==> src/verilog/idex_pkg.sv <==
package idex_pkg;

	localparam int XLEN       = 32;
	localparam int REG_ADDR_W = 5;
	localparam int INST_W     = 32;

	localparam logic [XLEN-1:0] PC_STEP = 'd4;   // sequential pc increment

	// funct7 values that select the instruction variant
	localparam logic [6:0] F7_BASE   = 7'b0000000;
	localparam logic [6:0] F7_ALT    = 7'b0100000;   // sub and sra
	localparam logic [6:0] F7_MULDIV = 7'b0000001;   // M extension

	typedef enum logic [6:0] {
		OPC_OP_IMM = 7'b0010011,
		OPC_OP     = 7'b0110011,
		OPC_LUI    = 7'b0110111,
		OPC_AUIPC  = 7'b0010111,
		OPC_JAL    = 7'b1101111,
		OPC_JALR   = 7'b1100111,
		OPC_BRANCH = 7'b1100011
	} opcode_e;

	typedef enum logic [3:0] {
		ALU_ADD,
		ALU_SUB,
		ALU_SLT,
		ALU_SLTU,
		ALU_XOR,
		ALU_OR,
		ALU_AND,
		ALU_SLL,
		ALU_SRL,
		ALU_SRA,
		ALU_MUL,
		ALU_MULH,
		ALU_MULHSU,
		ALU_MULHU
	} alu_op_e;

	// same codes as the branch funct3 field
	typedef enum logic [2:0] {
		BR_EQ  = 3'b000,
		BR_NE  = 3'b001,
		BR_LT  = 3'b100,
		BR_GE  = 3'b101,
		BR_LTU = 3'b110,
		BR_GEU = 3'b111
	} br_op_e;

	typedef enum logic [2:0] {
		PC_SEQ,      // pc + 4
		PC_BRANCH,   // conditional
		PC_JAL,      // pc + j imm
		PC_JALR,     // rs1 + i imm
		PC_HOLD      // stay on the faulting pc
	} pc_sel_e;

endpackage

==> src/verilog/exec_commit.sv <==
`timescale 1ns/1ps

module exec_commit import idex_pkg::*; (
	input  logic                  clk,
	input  logic                  rst_i,
	input  logic                  valid_i,
	input  logic                  wb_en_i,
	input  logic [REG_ADDR_W-1:0] rd_i,
	input  logic [XLEN-1:0]       alu_result_i,
	input  logic [XLEN-1:0]       pc_n_i,
	input  logic                  illegal_i,
	output logic                  valid_o,
	output logic                  reg_we_o,
	output logic [REG_ADDR_W-1:0] reg_waddr_o,
	output logic [XLEN-1:0]       reg_wdata_o,
	output logic [XLEN-1:0]       pc_n_o,
	output logic                  inst_err_o
);

	// strobes follow valid_i every cycle
	always_ff @(posedge clk) begin
		if (rst_i) begin
			valid_o    <= 1'b0;
			reg_we_o   <= 1'b0;
			inst_err_o <= 1'b0;
		end else begin
			valid_o    <= valid_i;
			reg_we_o   <= valid_i & wb_en_i;
			inst_err_o <= valid_i & illegal_i;
		end
	end

	// result fields hold while idle
	always_ff @(posedge clk) begin
		if (rst_i) begin
			reg_waddr_o <= '0;
			reg_wdata_o <= '0;
			pc_n_o      <= '0;
		end else if (valid_i) begin
			reg_waddr_o <= rd_i;
			reg_wdata_o <= alu_result_i;
			pc_n_o      <= pc_n_i;
		end
	end

endmodule

==> src/verilog/idex_top.sv <==
`timescale 1ns/1ps

module idex_top import idex_pkg::*; (
	input  logic                  clk,
	input  logic                  rst_i,
	input  logic                  valid_i,
	input  logic [INST_W-1:0]     inst_i,
	input  logic [XLEN-1:0]       pc_i,
	input  logic [XLEN-1:0]       rs1_data_i,
	input  logic [XLEN-1:0]       rs2_data_i,
	output logic [REG_ADDR_W-1:0] rs1_addr_o,
	output logic [REG_ADDR_W-1:0] rs2_addr_o,
	output logic                  valid_o,
	output logic                  reg_we_o,
	output logic [REG_ADDR_W-1:0] reg_waddr_o,
	output logic [XLEN-1:0]       reg_wdata_o,
	output logic [XLEN-1:0]       pc_n_o,
	output logic                  inst_err_o
);

	logic [XLEN-1:0]       alu_a;
	logic [XLEN-1:0]       alu_b;
	alu_op_e               alu_op;
	logic [XLEN-1:0]       imm;
	br_op_e                br_op;
	pc_sel_e               pc_sel;
	logic                  wb_en;
	logic [REG_ADDR_W-1:0] rd;
	logic                  illegal;
	logic [XLEN-1:0]       alu_result;
	logic [XLEN-1:0]       pc_n;

	inst_decode inst_decode_i (
		.inst_i     (inst_i),
		.pc_i       (pc_i),
		.rs1_data_i (rs1_data_i),
		.rs2_data_i (rs2_data_i),
		.rs1_addr_o (rs1_addr_o),
		.rs2_addr_o (rs2_addr_o),
		.alu_a_o    (alu_a),
		.alu_b_o    (alu_b),
		.alu_op_o   (alu_op),
		.imm_o      (imm),
		.br_op_o    (br_op),
		.pc_sel_o   (pc_sel),
		.wb_en_o    (wb_en),
		.rd_o       (rd),
		.illegal_o  (illegal)
	);

	int_alu int_alu_i (
		.alu_a_i  (alu_a),
		.alu_b_i  (alu_b),
		.alu_op_i (alu_op),
		.result_o (alu_result)
	);

	next_pc_unit next_pc_unit_i (
		.pc_i       (pc_i),
		.rs1_data_i (rs1_data_i),
		.rs2_data_i (rs2_data_i),
		.imm_i      (imm),
		.br_op_i    (br_op),
		.pc_sel_i   (pc_sel),
		.pc_n_o     (pc_n)
	);

	exec_commit exec_commit_i (
		.clk          (clk),
		.rst_i        (rst_i),
		.valid_i      (valid_i),
		.wb_en_i      (wb_en),
		.rd_i         (rd),
		.alu_result_i (alu_result),
		.pc_n_i       (pc_n),
		.illegal_i    (illegal),
		.valid_o      (valid_o),
		.reg_we_o     (reg_we_o),
		.reg_waddr_o  (reg_waddr_o),
		.reg_wdata_o  (reg_wdata_o),
		.pc_n_o       (pc_n_o),
		.inst_err_o   (inst_err_o)
	);

endmodule

==> src/verilog/inst_decode.sv <==
`timescale 1ns/1ps

module inst_decode import idex_pkg::*; (
	input  logic [INST_W-1:0]     inst_i,
	input  logic [XLEN-1:0]       pc_i,
	input  logic [XLEN-1:0]       rs1_data_i,
	input  logic [XLEN-1:0]       rs2_data_i,
	output logic [REG_ADDR_W-1:0] rs1_addr_o,
	output logic [REG_ADDR_W-1:0] rs2_addr_o,
	output logic [XLEN-1:0]       alu_a_o,
	output logic [XLEN-1:0]       alu_b_o,
	output alu_op_e               alu_op_o,
	output logic [XLEN-1:0]       imm_o,
	output br_op_e                br_op_o,
	output pc_sel_e               pc_sel_o,
	output logic                  wb_en_o,
	output logic [REG_ADDR_W-1:0] rd_o,
	output logic                  illegal_o
);

	opcode_e         opcode;
	logic [2:0]      funct3;
	logic [6:0]      funct7;
	logic [XLEN-1:0] imm_i;
	logic [XLEN-1:0] imm_b;
	logic [XLEN-1:0] imm_u;
	logic [XLEN-1:0] imm_j;
	logic            illegal;
	logic            wb_en;
	pc_sel_e         pc_sel;

	assign opcode = opcode_e'(inst_i[6:0]);
	assign funct3 = inst_i[14:12];
	assign funct7 = inst_i[31:25];

	assign rs1_addr_o = inst_i[19:15];   // register file read, same cycle
	assign rs2_addr_o = inst_i[24:20];
	assign rd_o       = inst_i[11:7];

	assign imm_i = {{20{inst_i[31]}}, inst_i[31:20]};
	assign imm_b = {{20{inst_i[31]}}, inst_i[7], inst_i[30:25], inst_i[11:8], 1'b0};
	assign imm_u = {inst_i[31:12], 12'h000};
	assign imm_j = {{12{inst_i[31]}}, inst_i[19:12], inst_i[20], inst_i[30:21], 1'b0};

	always_comb begin
		alu_a_o  = rs1_data_i;
		alu_b_o  = rs2_data_i;
		alu_op_o = ALU_ADD;
		imm_o    = imm_i;
		br_op_o  = BR_EQ;
		pc_sel   = PC_SEQ;
		wb_en    = 1'b1;
		illegal  = 1'b0;
		case (opcode)
			OPC_OP_IMM: begin
				alu_b_o = imm_i;
				case (funct3)
					3'b000: alu_op_o = ALU_ADD;
					3'b010: alu_op_o = ALU_SLT;
					3'b011: alu_op_o = ALU_SLTU;
					3'b100: alu_op_o = ALU_XOR;
					3'b110: alu_op_o = ALU_OR;
					3'b111: alu_op_o = ALU_AND;
					3'b001: begin
						alu_op_o = ALU_SLL;
						illegal  = (funct7 != F7_BASE);   // upper imm bits must be zero
					end
					default: begin   // srli / srai
						if (funct7 == F7_ALT) begin
							alu_op_o = ALU_SRA;
						end else begin
							alu_op_o = ALU_SRL;
						end
						illegal = (funct7 != F7_BASE) && (funct7 != F7_ALT);
					end
				endcase
			end
			OPC_OP: begin
				if (funct7 == F7_MULDIV) begin
					case (funct3)
						3'b000:  alu_op_o = ALU_MUL;
						3'b001:  alu_op_o = ALU_MULH;
						3'b010:  alu_op_o = ALU_MULHSU;
						3'b011:  alu_op_o = ALU_MULHU;
						default: illegal  = 1'b1;   // no divider here
					endcase
				end else if (funct7 == F7_BASE) begin
					case (funct3)
						3'b000:  alu_op_o = ALU_ADD;
						3'b001:  alu_op_o = ALU_SLL;
						3'b010:  alu_op_o = ALU_SLT;
						3'b011:  alu_op_o = ALU_SLTU;
						3'b100:  alu_op_o = ALU_XOR;
						3'b101:  alu_op_o = ALU_SRL;
						3'b110:  alu_op_o = ALU_OR;
						default: alu_op_o = ALU_AND;
					endcase
				end else if (funct7 == F7_ALT) begin
					case (funct3)
						3'b000:  alu_op_o = ALU_SUB;
						3'b101:  alu_op_o = ALU_SRA;
						default: illegal  = 1'b1;
					endcase
				end else begin
					illegal = 1'b1;
				end
			end
			OPC_LUI: begin
				alu_a_o = '0;   // 0 + u imm
				alu_b_o = imm_u;
				imm_o   = imm_u;
			end
			OPC_AUIPC: begin
				alu_a_o = pc_i;
				alu_b_o = imm_u;
				imm_o   = imm_u;
			end
			OPC_JAL: begin
				alu_a_o = pc_i;   // link value pc + 4
				alu_b_o = PC_STEP;
				imm_o   = imm_j;
				pc_sel  = PC_JAL;
			end
			OPC_JALR: begin
				alu_a_o = pc_i;
				alu_b_o = PC_STEP;
				imm_o   = imm_i;
				pc_sel  = PC_JALR;
				illegal = (funct3 != 3'b000);
			end
			OPC_BRANCH: begin
				imm_o  = imm_b;
				pc_sel = PC_BRANCH;
				wb_en  = 1'b0;   // branches write no register
				case (funct3)
					3'b000:  br_op_o = BR_EQ;
					3'b001:  br_op_o = BR_NE;
					3'b100:  br_op_o = BR_LT;
					3'b101:  br_op_o = BR_GE;
					3'b110:  br_op_o = BR_LTU;
					3'b111:  br_op_o = BR_GEU;
					default: illegal = 1'b1;
				endcase
			end
			default: begin
				illegal = 1'b1;   // loads, stores, system, fence and the rest
			end
		endcase
	end

	assign illegal_o = illegal;
	assign wb_en_o   = wb_en & ~illegal;
	assign pc_sel_o  = illegal ? PC_HOLD : pc_sel;

endmodule

==> src/verilog/int_alu.sv <==
`timescale 1ns/1ps

module int_alu import idex_pkg::*; (
	input  logic [XLEN-1:0] alu_a_i,
	input  logic [XLEN-1:0] alu_b_i,
	input  alu_op_e         alu_op_i,
	output logic [XLEN-1:0] result_o
);

	logic                      sub;
	logic [XLEN-1:0]           b_add;
	logic [XLEN-1:0]           sum;
	logic                      carry;
	logic                      lt_s;
	logic                      lt_u;
	logic [4:0]                shamt;
	logic [XLEN-1:0]           sll_res;
	logic [XLEN-1:0]           srl_res;
	logic [XLEN-1:0]           sra_res;
	logic                      a_signed;
	logic                      b_signed;
	logic signed [XLEN:0]      mul_a;
	logic signed [XLEN:0]      mul_b;
	logic signed [2*XLEN+1:0]  prod;

	// subtract for sub and both set-less-than ops
	assign sub   = (alu_op_i == ALU_SUB) || (alu_op_i == ALU_SLT) || (alu_op_i == ALU_SLTU);
	assign b_add = sub ? ~alu_b_i : alu_b_i;
	assign {carry, sum} = {1'b0, alu_a_i} + {1'b0, b_add} + {{XLEN{1'b0}}, sub};

	assign lt_u = ~carry;   // borrow out of a - b
	assign lt_s = (alu_a_i[XLEN-1] ^ alu_b_i[XLEN-1]) ? alu_a_i[XLEN-1] : sum[XLEN-1];

	assign shamt   = alu_b_i[4:0];
	assign sll_res = alu_a_i << shamt;
	assign srl_res = alu_a_i >> shamt;
	assign sra_res = $unsigned($signed(alu_a_i) >>> shamt);

	// operand signedness per multiply variant
	always_comb begin
		case (alu_op_i)
			ALU_MULHSU: begin
				a_signed = 1'b1;
				b_signed = 1'b0;
			end
			ALU_MULHU: begin
				a_signed = 1'b0;
				b_signed = 1'b0;
			end
			default: begin   // mul, mulh
				a_signed = 1'b1;
				b_signed = 1'b1;
			end
		endcase
	end

	assign mul_a = {a_signed & alu_a_i[XLEN-1], alu_a_i};
	assign mul_b = {b_signed & alu_b_i[XLEN-1], alu_b_i};
	assign prod  = mul_a * mul_b;   // 33 x 33 signed

	always_comb begin
		case (alu_op_i)
			ALU_ADD,
			ALU_SUB:    result_o = sum;
			ALU_SLT:    result_o = {{(XLEN-1){1'b0}}, lt_s};
			ALU_SLTU:   result_o = {{(XLEN-1){1'b0}}, lt_u};
			ALU_XOR:    result_o = alu_a_i ^ alu_b_i;
			ALU_OR:     result_o = alu_a_i | alu_b_i;
			ALU_AND:    result_o = alu_a_i & alu_b_i;
			ALU_SLL:    result_o = sll_res;
			ALU_SRL:    result_o = srl_res;
			ALU_SRA:    result_o = sra_res;
			ALU_MUL:    result_o = prod[XLEN-1:0];   // low word
			ALU_MULH,
			ALU_MULHSU,
			ALU_MULHU:  result_o = prod[2*XLEN-1:XLEN];   // high word
			default:    result_o = sum;
		endcase
	end

endmodule

==> src/verilog/next_pc_unit.sv <==
`timescale 1ns/1ps

module next_pc_unit import idex_pkg::*; (
	input  logic [XLEN-1:0] pc_i,
	input  logic [XLEN-1:0] rs1_data_i,
	input  logic [XLEN-1:0] rs2_data_i,
	input  logic [XLEN-1:0] imm_i,
	input  br_op_e          br_op_i,
	input  pc_sel_e         pc_sel_i,
	output logic [XLEN-1:0] pc_n_o
);

	logic            eq;
	logic            lt_s;
	logic            lt_u;
	logic            taken;
	logic [XLEN-1:0] base;
	logic [XLEN-1:0] offset;
	logic [XLEN-1:0] target;

	assign eq   = (rs1_data_i == rs2_data_i);
	assign lt_s = ($signed(rs1_data_i) < $signed(rs2_data_i));
	assign lt_u = (rs1_data_i < rs2_data_i);

	always_comb begin
		case (br_op_i)
			BR_EQ:   taken = eq;
			BR_NE:   taken = ~eq;
			BR_LT:   taken = lt_s;
			BR_GE:   taken = ~lt_s;
			BR_LTU:  taken = lt_u;
			BR_GEU:  taken = ~lt_u;
			default: taken = 1'b0;
		endcase
	end

	// one target adder for every pc source
	assign base = (pc_sel_i == PC_JALR) ? rs1_data_i : pc_i;

	always_comb begin
		case (pc_sel_i)
			PC_BRANCH: offset = taken ? imm_i : PC_STEP;
			PC_JAL,
			PC_JALR:   offset = imm_i;
			default:   offset = PC_STEP;
		endcase
	end

	assign target = base + offset;

	always_comb begin
		case (pc_sel_i)
			PC_HOLD: pc_n_o = pc_i;   // illegal instruction
			PC_JALR: pc_n_o = {target[XLEN-1:1], 1'b0};   // lsb forced low
			default: pc_n_o = target;
		endcase
	end

endmodule
==> config.mk <==
export PLATFORM = sky130hd
export DESIGN_NAME = idex_top
export DESIGN_NICKNAME = d
export VERILOG_FILES = /design/src/verilog/idex_pkg.sv /design/src/verilog/exec_commit.sv /design/src/verilog/idex_top.sv /design/src/verilog/inst_decode.sv /design/src/verilog/int_alu.sv /design/src/verilog/next_pc_unit.sv
export SDC_FILE = /design/constraint.sdc
export NUM_CORES = 2
export LEC_CHECK = 0
export ABC_AREA = 1
export BUFFER_PORTS_ARGS = -buffer_cell sky130_fd_sc_hd__clkbuf_2
export CELL_PAD_IN_SITES_DETAIL_PLACEMENT = 0
export CELL_PAD_IN_SITES_GLOBAL_PLACEMENT = 1
export CORE_ASPECT_RATIO = 0.6
export CORE_MARGIN = 5
export CORE_UTILIZATION = 44
export CTS_BUF_LIST = sky130_fd_sc_hd__clkbuf_16
export DETAILED_ROUTE_END_ITERATION = 7
export PLACE_DENSITY = 0.86
export RECOVER_POWER = 50
export SLEW_MARGIN = 20
export SYNTH_ARGS = -nofsm -noshare
export SYNTH_HDL_FRONTEND = slang
export SYNTH_HIERARCHICAL = 1
export SYNTH_SLANG_ARGS = --single-unit
==> constraint.sdc <==
create_clock -name clk -period 8.1 [get_ports clk]
set_input_delay 0.405 -clock clk [delete_from_list [all_inputs] [get_ports clk]]
set_output_delay 0.405 -clock clk [all_outputs]
set_load 0.02 [all_outputs]
==> results <==
- The run finished, with violations left.
- The checks that failed: setup timing.
- The number of nets still failing antenna checks after routing is 0.
- The number of max-slew violations in the final report is 0.
- The number of vias per cell after detailed routing is 5.498.
- The cell count after placement is 10,650.
- The H-tree generated during clock tree synthesis spans 3 levels.
- The hold path endpoint is exec_commit_i/inst_err_o.
- Counting the fill cells in the layout gives 12,310.
- Buffers inserted during clock tree synthesis total 9.
- On the critical path the largest part of the delay comes from adder cells.
- For this run, the slowest stage of the critical path takes 0.61 ns.
- For this block, the initial DRC count from the detailed router was 7,817.
- After clock tree synthesis, the clock-pin slew on the worst setup and hold paths is 0.08 ns.
- The net count reported at finish is 10,630.
- The count of vias placed by the detailed router is 58,910.
- The initialized floorplan defines 101 standard-cell rows.
- For the pin with the worst max-slew slack, the measured transition is 1.316 ns.
- The synthesized netlist occupies a cell area of 0.05599 sq mm.
- The length of routed met2 wiring is 105,100 um.
- Detailed placement ended at an HPWL of 255,200 um.
- The synthesized design contains 0 enable-type register cells.
- The library cell used most frequently in the layout, excluding fill and tap cells, is sky130_fd_sc_hd__nand2_1.
- The wire length reported by the detailed router is 289,300 um.
- Synthesis produced a netlist whose cell count is 8,004.
- The post-synthesis cell type count is 65.
- The global-route wire length before repair is 412,600 um.
- The arrival time at the worst endpoint is 9.11 ns.
- The core region is 0.1265 sq mm.
- The tree built by TritonCTS fans out to 72 sinks.
- The flop-to-flop setup slack is 7.28 ns.
- The number of antenna violations at the first check in global routing is 15.
- The detailed-route DRC error count is 0.
- The met1 wire length is 132,000 um.
- The number of buffers on the longest clock path is 2.
- The minimum clock period is 8.828 ns.
- The worst setup path is launched from a primary input.
- The overall overflow remaining after global route is 0.
- The post-layout instance count excluding filler cells is 10,710.
- The critical path contains buffers and inverters numbering 13 combined.
- Of the synthesized area, sequential elements account for 0.02574.
- After detailed routing, the average wire length per cell comes to 27.00 um.
- The async set or reset register ratio after synthesis is 0.
- Entering global routing, the biggest net connects 90 pins.
- The start point of the worst hold path is rst_i.
- In this run the critical register-to-register path is captured at exec_commit_i/reg_wdata_o[20].
- The amount of wire on met3 after detailed routing is 44,430 um.
- The synthesized area divided by synthesized cell count is 6.996 sq um.
- The die outline area is 0.1347 sq mm.
- The cell with the largest stage delay on the worst path is sky130_fd_sc_hd__fa_2.
- Measured against its own limit, the worst slew margin works out to 0.1162.
- The width of the chip is 470.5 um.
- In the global route stage, overall resource usage came out at 0.4232.
- The synthesis-to-finish area growth is 23.55%.
- The starting density of the core is 0.4426.
- CTS placed an instance of sky130_fd_sc_hd__clkbuf_16 at the clock tree root.
- The library cells used most frequently in the layout, excluding fill and tap cells, are sky130_fd_sc_hd__nand2_1, sky130_fd_sc_hd__inv_1, sky130_fd_sc_hd__fa_1.
- The first TritonRoute pass finished after 6 iterations.
- In this run the critical register-to-register path is launched from exec_commit_i/reg_wdata_o[20].
- Setup repair after global routing could not meet its margin everywhere.
- The number of synthesized register bits is 72.
- On the final layout, the worst clock skew is 0 ns.
- The tool flagged a number of max-cap violations equal to 0.
- The kind of end point of the critical path is a register.
- Based on the critical path, the design can be clocked at up to 0.1133 GHz.
- At the later pin of the worst-skew pair, clock insertion delay measures 0.37 ns.
- The number of hold violations in the final report is 0.
- 213 I/O pins were placed.
- The portion of the clock cycle consumed by the worst path in the final layout is 1.090.
- Setup violations remaining at the end of the flow were counted as 32.
- In the final layout, the multi-input gates occupy 0.04677 sq mm.
- TritonCTS built the clock tree.
- Buffers inserted to repair hold after CTS numbered 0.
- The sequential cell area is 0.001441 sq mm.
- The layout cell share with drive strength beyond 1 is 0.1857.
- The via count of the first global-routing pass is 57,460.
- In the synthesized netlist the dominant register cell turns out to be sky130_fd_sc_hd__dfxtp_1.
- The number of cells on the worst reg-to-reg path is 2.
- The critical path is of the primary input to register type.
- The critical path required time is 8.38 ns.
- The number of warnings printed during yosys synthesis is 6.
- Of all nets on the critical path, the largest fanout is 20.
- The worst hold path passes through 2 cells.
- After layout, the worst setup slack is -0.7285 ns.
- After detailed routing, no signal wire sits above met5.
- The path class of the tightest hold or removal check is primary input to register.
- The count of input and output buffers is 212.
- At the end of routability-driven placement, the weighted congestion stood at 1.108.
- The number of nets in the synthesized netlist is 9,633.
- The vertical extent of the die is 286.3 um.
## cells in the mapped netlist, drive strengths merged (3+ instances only)
library cell	n	share of area
a211oi	5	0.00067
a21boi	7	0.0012
a21o	15	0.0020
a21oi	270	0.025
a221oi	7	0.0011
a31oi	15	0.0017
buf	127	0.014
clkbuf	256	0.017
dfxtp	72	0.026
fa	1127	0.40
ha	371	0.083
inv	1971	0.13
mux2	24	0.0048
mux2i	4	0.00072
nand2	2167	0.15
nand3	323	0.029
nand3b	11	0.0015
nand4	64	0.0072
nor2	598	0.041
nor3	36	0.0034
nor4	8	0.00089
o2111ai	3	0.00047
o211ai	45	0.0060
o21a	16	0.0021
o21ai	314	0.029
o21bai	20	0.0030
o221ai	3	0.00047
o22ai	7	0.00078
or2	16	0.0018
xnor2	27	0.0042
xor2	58	0.0091
## worst register-to-register path: stages (launching register included)
cell	delay, ns
sky130_fd_sc_hd__dfxtp_1	0.58
sky130_fd_sc_hd__nor2_1	0.08
sky130_fd_sc_hd__nor2_1	0.10
## area by class of cell
type                       instances  share of cell area
antenna                            9           0.0003255
clock buffer                       9            0.003255
clock inverter                     7           0.0009043
inverter                        1973              0.1075
multi-input combinational       5576              0.6760
sequential                        72             0.02083
tap                             1699             0.03073
timing repair buffer            1369              0.1605
## state kept, by name (all words and copies together) (netlist names)
| name | flops |
|---|---|
| exec_commit_i/reg_we_o | 1 |
| exec_commit_i/reg_wdata_o | 32 |
| exec_commit_i/inst_err_o | 1 |
| exec_commit_i/reg_waddr_o | 5 |
| exec_commit_i/valid_o | 1 |
| exec_commit_i/pc_n_o | 32 |
## per-layer routing
| metal | GRT usage | up-vias |
|---|---|---|
| li1 | - | 25550 |
| met1 | 0.6602 | 29230 |
| met2 | 0.5369 | 3795 |
| met3 | 0.1705 | 328 |
| met4 | 0.08557 | 8 |
| met5 | 0.008173 | - |
## per-stage QoR
stage          TNS [ns]  hold slack (ns)  setup WS [ns]  utilization  cell area [sq um]
3_3_place_gp     -38.11           0.4602         -1.642       0.5338              67520
5_1_grt          -27.83           0.2535        -0.9931       0.5468              69160
2_1_floorplan  -0.01550           0.4762       -0.01550            -              56110
6_report         -18.02           0.2572        -0.7285       0.5469              69180
3_5_place_dp     -39.87           0.4625         -1.611       0.5338              67520
4_1_cts          -14.55           0.2353        -0.6169       0.5442              68840
## logic make-up after synthesis
logic type / after synthesis / synth area share
compound gates: 736 / 0.07450
xor+xnor: 85 / 0.01330
fa+ha+maj: 1498 / 0.4858
buf+inv: 2356 / 0.1631
flops: 72 / 0.02574
mux: 28 / 0.005542
simple gates: 3229 / 0.2320
## worst max path at each step
stage / start / end / depth (start not counted)
final: inst_i[4] / exec_commit_i/reg_wdata_o[22] / 41
after global routing: inst_i[1] / exec_commit_i/reg_wdata_o[11] / 45
after CTS: inst_i[1] / exec_commit_i/reg_wdata_o[27] / 43
after detailed placement: inst_i[26] / exec_commit_i/reg_wdata_o[22] / 49
after global placement: inst_i[26] / exec_commit_i/reg_wdata_o[26] / 45
after floorplan: inst_i[1] / exec_commit_i/reg_wdata_o[24] / 39
## what timing repair did
action | in CTS | in global routing
resized for setup | 173 | 78
pin swaps | 36 | 14
setup endpoints to repair | 32 | 32
gates cloned | 1 | 0
buffers inserted | 31 | 11
Power is left out: the tool's default activity adds up to more than one toggle a clock period on the data nets, which glitch-free logic cannot reach.
